### src/source/queue_cfg_pkg.sv
// Queue data-path package with channel and depth defaults and the record data word

package queue_cfg_pkg;

  // Default channel count, the top level passes it down as NUM_CHAN
  parameter int NUM_CHAN_DEF = 4;

  // Default entries per channel FIFO
  parameter int DEPTH_DEF = 4;

  // Record payload width
  parameter int DATA_W = 16;

  // Data word carried by every record, from producer through FIFO to consumer
  typedef logic [DATA_W-1:0] data_t;

endpackage

### src/source/channel_steer.sv
// Channel steering that routes each record to its FIFO and flags records to drop
`timescale 1ns/10ps

module channel_steer #(
  parameter int NUM_CHAN = 4
) (
  input  logic                        ctrl_clk,
  input  logic                        rst_b,
  input  logic                        in_valid,
  input  logic [$clog2(NUM_CHAN)-1:0] in_chan,
  input  queue_cfg_pkg::data_t        in_data,
  output logic                        in_ready,
  input  logic [NUM_CHAN-1:0]         chan_en,
  input  logic [NUM_CHAN-1:0]         chan_full,
  output logic [NUM_CHAN-1:0]         create_en,
  output queue_cfg_pkg::data_t        create_data,
  output logic                        drop_pulse
);

  logic [NUM_CHAN-1:0] chan_sel;
  logic                sel_en;
  logic                sel_full;

  // Channel numbers past NUM_CHAN decode to no channel and are dropped
  assign chan_sel = NUM_CHAN'(1) << in_chan;
  assign sel_en   = |(chan_sel & chan_en);
  assign sel_full = |(chan_sel & chan_full);

  // Only an enabled full channel stalls the producer
  assign in_ready = !(sel_en && sel_full);

  assign create_en   = {NUM_CHAN{in_valid && sel_en && !sel_full}} & chan_sel;
  assign create_data = in_data;

  // Disabled channel, record is taken and thrown away
  assign drop_pulse = in_valid && !sel_en;

  a_create_onehot: assert property (@(posedge ctrl_clk) disable iff (!rst_b)
    $onehot0(create_en));

endmodule

### config.mk
export PLATFORM = sky130hd
export DESIGN_NAME = channel_steer
export DESIGN_NICKNAME = d
export VERILOG_FILES = /design/src/source/queue_cfg_pkg.sv /design/src/source/channel_steer.sv
export SDC_FILE = /design/constraint.sdc
export NUM_CORES = 1
export LEC_CHECK = 0
export BUFFER_PORTS_ARGS = -buffer_cell sky130_fd_sc_hd__buf_4
export CAP_MARGIN = 20
export CORE_AREA = 2 2 39 41
export DETAILED_ROUTE_END_ITERATION = 7
export DIE_AREA = 0 0 41 43
export PLACE_DENSITY = 0.7
export SETUP_SLACK_MARGIN = 0.2
export SLEW_MARGIN = 20
export SYNTH_ARGS = -nofsm -noshare
export SYNTH_HDL_FRONTEND = slang
export SYNTH_SLANG_ARGS = --single-unit
### constraint.sdc
create_clock -name vclk -period 1.07
set_clock_uncertainty 0.05 [all_clocks]
set_input_delay 0.0535 -clock vclk [all_inputs]
set_output_delay 0.0535 -clock vclk [all_outputs]
set_load 0.1 [all_outputs]
==> metrics.txt <==
Int Pwr=0.117 mW; share of cells above drive strength 1=0.943; Worst path slowest cell=mux4_2; Die H=43 um; Pre-Repair DR Iteration Count=1; DR WL/cell=13.1 um; Max-slew headroom=0.854; gr usage total=0.0754; number of diodes=0; failing checks=setup timing; NumNets Final=66; FFs & Latches=0; post-synthesis sequential area ratio=0; max-slew violations=0; Routed Antenna Nets=0; Switching Fraction=0.539; crit end category=output pin; clock power share=0; first-pass GRT wire length=952 um; Starting Density=0.162; Slew @ Worst Pin=218 ps; dpl hpwl=599 um; placed cell area=378 um2; synthesized cell area=224 um2; Fillers=136; PortBufs=17; syn avg cell area=8.00 um2; critical path launch point type=input pin; Data arrival, critical path=1070 ps; final hold violation count=0; family with the most delay on the worst path=multiplexers; Layout area overhead=113%; cells along the critical path=buf_8 -> mux4_2 -> nor2b_4 -> buf_12; via density per instance=3.96; cell area power density=533 nW/um2; fmax=851 MHz; cts hold-fix bufs=0; RSZ-0062 raised after global routing=yes; fin worst setup slack=-105 ps; sw power=0.137 mW; Buf+Inv Stages, Crit Path=2; Logic pwr share=1.000; Std-Cell Rows=14; sequential power share=0; MaxCap Viol Count=0; Post-Synthesis Cells=28; leak pwr=0.207 nW; Tcrit/Tclk final=1.10; drt drc=0; Setup TNS=-188 ps; Tmin final=1180 ps; die area=1760 um2; Yosys cell types=8; Initial DRC Count=0; Hold Crit Class=input pin to output pin; Mapped Nets=57; pre-CTS WS=-239 ps; Max FO, Critical Path=3; status=finished with violations; WS Path Type=input pin to output pin; storage element area=0 um2; Peak VDD IR=0.000166 V; RePlAce Congestion=0.647; vias in the first global route=215; CP peak stage delay=580 ps; gr ovfl total=0; pin count of the biggest net entering global routing=5; Yosys warnings=0; final setup fails=3; CP required=970 ps; fin area=477 um2; area occupied by multi-input gates=200 um2; I/O pin cnt=51; # clk buffers=0; final WL=667 um; initial antenna violation count=0; via count=202; core area=1380 um2; Die W=41 um
==> per-layer routing <==
layer  GRT usage  share of wire  wire (um)
met3      0.0209           0.15        100
met4           0              0          0
met1      0.0935           0.34        229
met5           0              0          0
met2       0.131           0.51        337
==> kinds of logic after synthesis <==
family | after synthesis | share of synthesized area
buffers and inverters | 16 | 0.536
muxes | 2 | 0.218
and+or+nand+nor | 10 | 0.246
==> synthesized netlist by cell type <==
master / n / area (um2)
nor3_1: 2 / 10.0
mux4_1: 1 / 26.3
nor4b_1: 2 / 17.5
nor2b_1: 1 / 6.26
buf_4: 16 / 120
nand2_1: 4 / 15.0
nand2b_1: 1 / 6.26
mux4_2: 1 / 22.5
==> final timing paths <==
kind | from | endpoint | slack [ps] | cells after the start
setup / recovery | in_chan[0] | drop_pulse | -110 | 4
hold / removal | in_data[3] | create_data[3] | 60 | 0
==> timing repair <==
| action | in CTS | in global routing |
|---|---|---|
| gates resized for setup | 15 | 6 |
| setup endpoints to repair | 6 | 5 |
| pin swaps | 2 | 1 |
| buffers inserted | 0 | 2 |
==> cell usage in the layout (no fill, tap or decap), drive strengths merged <==
cell type and count:
buf 23, nand2 4, nor3 2, nor4b 2, mux4 2, nand2b 1
nor2b 1
==> power groups by stage <==
| stage | combinational (mW) | sequential [mW] | clock [mW] |
|---|---|---|---|
| 6_report | 0.254 | 0 | 0 |
| 5_1_grt | 0.264 | 0 | 0 |
| 4_1_cts | 0.244 | 0 | 0 |
| 3_5_place_dp | 0.215 | 0 | 0 |
| 3_3_place_gp | 0.211 | 0 | 0 |
| 2_1_floorplan | 0.413 | 0 | 0 |
==> stage by stage <==
step	utilization	hold slack, ps	total power [mW]	cells
after floorplan	-	164	0.413	28
after global placement	0.273	57.7	0.211	49
after detailed placement	0.273	57.7	0.215	49
after CTS	0.316	57.7	0.244	49
after global routing	0.344	57.2	0.264	51
final	0.344	57.0	0.254	51
==> area by class of cell <==
class / instances / share of cell area
repair buffers: 23 / 0.538
multi-input cells: 12 / 0.420
well taps: 16 / 0.0420
Power figures use the tool's default switching activity.
