## config.mk

```make
export PLATFORM = sky130hd
export DESIGN_NAME = queue_apb_regs
export DESIGN_NICKNAME = d
export VERILOG_FILES = /design/src/source/queue_reg_pkg.sv /design/src/source/queue_apb_regs.sv
export SDC_FILE = /design/constraint.sdc
export NUM_CORES = 1
export LEC_CHECK = 0
export BUFFER_PORTS_ARGS = -buffer_cell sky130_fd_sc_hd__buf_2
export CORE_MARGIN = 2
export CORE_UTILIZATION = 49
export DETAILED_ROUTE_END_ITERATION = 10
export GPL_ROUTABILITY_DRIVEN = 0
export HOLD_SLACK_MARGIN = 0.05
export PLACE_DENSITY = 0.8
export SYNTH_ARGS = -nofsm -noshare
export SYNTH_HDL_FRONTEND = slang
export SYNTH_SLANG_ARGS = --single-unit
```

## constraint.sdc

```tcl
create_clock -name ctrl_clk -period 2.66 [get_ports ctrl_clk]
set_clock_uncertainty 0.1 [all_clocks]
set_input_delay 0.665 -clock ctrl_clk [delete_from_list [all_inputs] [get_ports ctrl_clk]]
set_output_delay 0.665 -clock ctrl_clk [all_outputs]
set_load 0.02 [all_outputs]
```

## src/source/queue_reg_pkg.sv

```systemverilog
// Register package with the APB widths, register offsets and status field layout

package queue_reg_pkg;

  // APB bus widths
  parameter int REG_W  = 32;
  parameter int ADDR_W = 8;

  // One register word
  typedef logic [REG_W-1:0] reg_t;

  // Register offsets
  parameter logic [ADDR_W-1:0] ADDR_CTRL   = 8'h00;
  parameter logic [ADDR_W-1:0] ADDR_STATUS = 8'h04;
  parameter logic [ADDR_W-1:0] ADDR_DROP   = 8'h08;

  // STATUS layout, empty mask from bit 0 and full mask from this bit
  parameter int STATUS_FULL_LSB = 8;

endpackage

```

## src/source/queue_apb_regs.sv

```systemverilog
// APB register block with channel enables, FIFO status and the dropped-record counter
`timescale 1ns/10ps

module queue_apb_regs #(
  parameter int NUM_CHAN = 4
) (
  input  logic                             ctrl_clk,
  input  logic                             rst_b,
  input  logic                             psel,
  input  logic                             penable,
  input  logic                             pwrite,
  input  logic [queue_reg_pkg::ADDR_W-1:0] paddr,
  input  queue_reg_pkg::reg_t              pwdata,
  output queue_reg_pkg::reg_t              prdata,
  output logic                             pready,
  output logic                             pslverr,
  output logic [NUM_CHAN-1:0]              chan_en,
  input  logic [NUM_CHAN-1:0]              chan_full,
  input  logic [NUM_CHAN-1:0]              chan_empty,
  input  logic                             drop_pulse
);

  import queue_reg_pkg::*;

  logic access;
  logic wr_en;
  logic hit_ctrl;
  logic hit_status;
  logic hit_drop;
  reg_t drop_cnt;
  reg_t status_word;

  assign access     = psel && penable;
  assign wr_en      = access && pwrite;
  assign hit_ctrl   = (paddr == ADDR_CTRL);
  assign hit_status = (paddr == ADDR_STATUS);
  assign hit_drop   = (paddr == ADDR_DROP);

  // No wait states
  assign pready  = 1'b1;
  assign pslverr = access && !(hit_ctrl || hit_status || hit_drop);

  assign status_word = (reg_t'(chan_full) << STATUS_FULL_LSB) | reg_t'(chan_empty);

  always_ff @(posedge ctrl_clk or negedge rst_b)
  begin
    if (!rst_b)
      chan_en <= '1;
    else if (wr_en && hit_ctrl)
      chan_en <= pwdata[NUM_CHAN-1:0];
  end

  // Clear wins over a drop in the same cycle, count sticks at all ones
  always_ff @(posedge ctrl_clk or negedge rst_b)
  begin
    if (!rst_b)
      drop_cnt <= '0;
    else if (wr_en && hit_drop)
      drop_cnt <= '0;
    else if (drop_pulse && !(&drop_cnt))
      drop_cnt <= drop_cnt + reg_t'(1);
  end

  always_comb
  begin
    prdata = '0;
    if (psel && !pwrite)
    begin
      if (hit_ctrl)
        prdata = reg_t'(chan_en);
      else if (hit_status)
        prdata = status_word;
      else if (hit_drop)
        prdata = drop_cnt;
    end
  end

  // Two-phase protocol from the bus master
  a_penable_psel: assert property (@(posedge ctrl_clk) disable iff (!rst_b)
    penable |-> psel);
  a_setup_access: assert property (@(posedge ctrl_clk) disable iff (!rst_b)
    psel && !penable |=> psel && penable);

endmodule

```

==> results.md <==
- The run finished, with violations left.
- The checks that failed: negative setup slack.
- Setup repair after global routing could not meet its margin everywhere.
- No sink is reached through more buffers than the 2 on the longest clock path.
- Yosys printed 0 warnings.
- The summed area of non-filler cells in the final layout is 3300 um^2.
- Of all flip-flops after synthesis, the portion carrying an async set or reset was 100%.
- The timing endpoint of the critical path is prdata[1].
- The region available for standard cell placement spans roughly 4700 um^2.
- The startpoint of the worst setup timing path is paddr[0].
- The post-synthesis net count is between 300 and 400.
- The final layout contains routed wiring with a total length of ~6.7 mm.
- The fraction of the cycle the final worst path needs is 106%.
- The number of distinct library cells after synthesis is 46.
- The library cell used most frequently in the layout, excluding fill and tap cells, is sky130_fd_sc_hd__buf_6.
- The die is approximately 73 um wide.
- The die area is 5380 um^2.
- Summing the sequential cell areas from Yosys gives between 30% and 40% of the chip area.
- The kind of start point of the critical path is an input port.
- The average size of a mapped cell is 8.53 um^2.
- After detailed routing, the number of remaining DRC violations is 0.
- The top achievable clock speed is between 300 and 400 MHz.
- The clock tree synthesis step divided the H-tree into 2 levels.
- The final critical delay including setup and external delays is ~2800 ps.
- The via density per instance is between 6 and 7.
- The boundary pin count is just over 90.
- The detailed router finished its first iteration with 211 violations.
- In the layout the commonest cells are sky130_fd_sc_hd__buf_6, sky130_fd_sc_hd__dfrtp_1, sky130_fd_sc_hd__buf_2.
- The required time reported for the critical path endpoint is roughly 1900 ps.
- The endpoint kind of the worst setup timing path is an output pin.
- The signed area change from the synthesized netlist to the final layout is 40.1%.
- Setup violations remaining at the end of the flow were counted as 31.
- The via count of the first global-routing pass is ~2300.
- The total routing usage reported by global routing is roughly 26%.
- The capture instance of the worst register-to-register path is drop_cnt[29]$_DFFE_PN0P_.
- The cell area after placement is between 2000 and 3000 um^2.
- The number of hold-slack violations in the final timing report is 0.
- The worst hold path belongs to the class input port to async pin.
- The final non-filler cell total is between 400 and 500.
- The cell count after placement is between 300 and 400.
- The worst-margin pin slew is between 800 and 900 ps.
- The largest fanout of any net on the critical path is 7.
- The static power due to leakage is around 0.0014 uW.
- The maximum number of pins on one net before global-route repair is 37.
- The wire-length estimate of the detail-placed layout is between 4 and 5 mm.
- For this block, the via count after detailed routing is approximately 2500.
- The total clock buffers created by CTS is 5.
- The total grt overflow is 0.
- The clock tree root driver cell is sky130_fd_sc_hd__clkbuf_8.
- The data arrival time of the critical path is about 2100 ps.
- The synthesized design contains 36 register bits.
- The floorplan row count is 25.
- The source of the worst register-to-register timing path is drop_cnt[4]$_DFFE_PN0P_.
- The largest vdd supply drop is approximately 0.29 mV.
- The number of cells on the worst reg-to-reg path is 5.
- The height of the die is 73.3 um.
- In this run the register-to-register setup slack is slightly below 300 ps.
- The pre-CTS setup slack is -219 ps.
- The relative slew slack is 42.7%.
- Port buffering added 62 buffers.
- Dividing the detail-routed wire length by the instance count gives between 15 and 20 um.
- Among all flip-flop cells after synthesis, the most frequent one is sky130_fd_sc_hd__dfrtp_1.
- The synthesized netlist occupies a cell area of roughly 2400 um^2.
- The clock transition time at the flip-flop clock pins of the worst setup and hold paths is approximately 80 ps.
- The clock latency at the later pin of the worst-skew pair is just under 300 ps.
- Max-cap violations in this run came to 0.
- The TritonCTS sink count is 36.
- For this configuration, the core starts out at a cell density of about half.
- The final count of pins violating max slew is 0.
- The minimum setup slack in the final design is -168 ps.
- The class of the most critical setup path is input port to output pin.
- The design draws 1410 uW.
- Setup total negative slack on the finished layout was measured at -4200 ps.
- The detail route stage leaves a number of antenna-violating nets equal to 0.
- The number of instances in the synthesized netlist is 276.
- For this run, the detailed router's first-pass iteration total came to 5.
- For this design the ratio of total power to cell area is between 400 and 500 nW/um^2.
- The number of nets in the layout is between 400 and 500.
- The synthesized design contains 0 enable-type register cells.
- 0 antenna diodes ended up in the layout.
- TritonCTS built the clock tree.
- The first global-routing pass estimated 10.8 mm of wire.
- The initial antenna violation count was 0.
- The fraction of layout cells with a size suffix above 1 is about two fifths.
-- registers in the layout, summed over array words and instances (netlist names) --
signal	cells
chan_en	4
drop_cnt	32
-- kinds of logic (layout without fill, tap and decap cells) --
kind of cell / Yosys count / after routing / share of synthesized area (%)
other cells: 1 / 1 / 0.159
xor+xnor: 10 / 10 / 3.72
buf+inv: 17 / 90 / 3.40
flops: 36 / 36 / 38.5
simple gates: 152 / 152 / 36.7
compound gates: 53 / 53 / 14.3
mux: 6 / 6 / 2.76
fa+ha+maj: 1 / 1 / 0.531
-- report_power, final --
group	switching (uW)	internal, uW	total, uW
Combinational	148	105	253
Sequential	70.1	598	668
Clock	208	278	486
-- how the worst min path moves through the flow --
stage | startpoint | endpoint | depth (start not counted)
6_report | rst_b | drop_cnt[25]$_DFFE_PN0P_ | 1
5_1_grt | rst_b | drop_cnt[13]$_DFFE_PN0P_ | 1
4_1_cts | rst_b | drop_cnt[23]$_DFFE_PN0P_ | 1
3_5_place_dp | drop_cnt[1]$_DFFE_PN0P_ | drop_cnt[1]$_DFFE_PN0P_ | 2
3_3_place_gp | drop_cnt[30]$_DFFE_PN0P_ | drop_cnt[30]$_DFFE_PN0P_ | 1
2_1_floorplan | rst_b | drop_cnt[0]$_DFFE_PN0P_ | 0
-- critical path, stage by stage --
cell                        delay, ps
sky130_fd_sc_hd__buf_6            100
sky130_fd_sc_hd__nor4_4           310
sky130_fd_sc_hd__and2_4           190
sky130_fd_sc_hd__nand3b_1         170
sky130_fd_sc_hd__buf_6            220
sky130_fd_sc_hd__a2111oi_4        210
sky130_fd_sc_hd__buf_4            200
-- repair_timing --
item | in CTS | in global routing
pin swaps | 5 | 8
gates resized for setup | 67 | 19
buffers inserted | 3 | 2
hold buffers | 0 | 0
cloned | 0 | 0
endpoints found under the setup margin | 32 | 32
-- Yosys cell counts (3+ instances only) --
| master | n | area share, % |
|---|---|---|
| sky130_fd_sc_hd__xor2_1 | 4 | 1.5 |
| sky130_fd_sc_hd__nand3_1 | 10 | 2.1 |
| sky130_fd_sc_hd__nor2_1 | 26 | 4.1 |
| sky130_fd_sc_hd__nand2b_1 | 4 | 1.1 |
| sky130_fd_sc_hd__a2111oi_0 | 4 | 1.5 |
| sky130_fd_sc_hd__nor2b_1 | 6 | 1.6 |
| sky130_fd_sc_hd__and3_1 | 6 | 1.6 |
| sky130_fd_sc_hd__nand4_1 | 14 | 3.7 |
| sky130_fd_sc_hd__a21oi_1 | 18 | 3.8 |
| sky130_fd_sc_hd__o21ai_0 | 11 | 2.3 |
| sky130_fd_sc_hd__clkbuf_1 | 7 | 1.1 |
| sky130_fd_sc_hd__and4_1 | 5 | 1.9 |
| sky130_fd_sc_hd__or3_1 | 11 | 2.9 |
| sky130_fd_sc_hd__nor3_1 | 5 | 1.1 |
| sky130_fd_sc_hd__and2_1 | 25 | 6.6 |
| sky130_fd_sc_hd__o31ai_1 | 5 | 1.6 |
| sky130_fd_sc_hd__nand2_1 | 20 | 3.2 |
| sky130_fd_sc_hd__inv_1 | 3 | 0.48 |
| sky130_fd_sc_hd__xnor2_1 | 6 | 2.2 |
| sky130_fd_sc_hd__mux2_2 | 4 | 1.9 |
| sky130_fd_sc_hd__dfrtp_1 | 32 | 34 |
| sky130_fd_sc_hd__buf_2 | 4 | 0.85 |
| sky130_fd_sc_hd__dfstp_2 | 4 | 4.5 |
| sky130_fd_sc_hd__a22oi_1 | 4 | 1.3 |
| sky130_fd_sc_hd__or4_1 | 8 | 2.6 |
| sky130_fd_sc_hd__nor4_1 | 5 | 1.3 |
-- layer usage --
metal	up-vias	track usage, %	wire length, um
met1	1170	34.3	2700
met5	-	0	0
li1	1161	-	-
met4	0	7.27	159
met2	116	42.6	3370
met3	18	5.49	428
-- stage by stage --
step	hold WS, ps	util, %
after floorplan	269	-
after global placement	422	61.4
after detailed placement	480	61.4
after CTS	393	68.9
after global routing	435	70.3
final	372	70.3
-- final cells by class --
type,instances,area (um^2)
inverters,3,11.3
clock inverters,2,35.0
fillers,370,1390
well taps,54,67.6
clock buffers,6,72.6
repair buffers,79,651
multi-input cells,223,1560
flip-flops and latches,36,906
(Power assumes the default switching activity.)
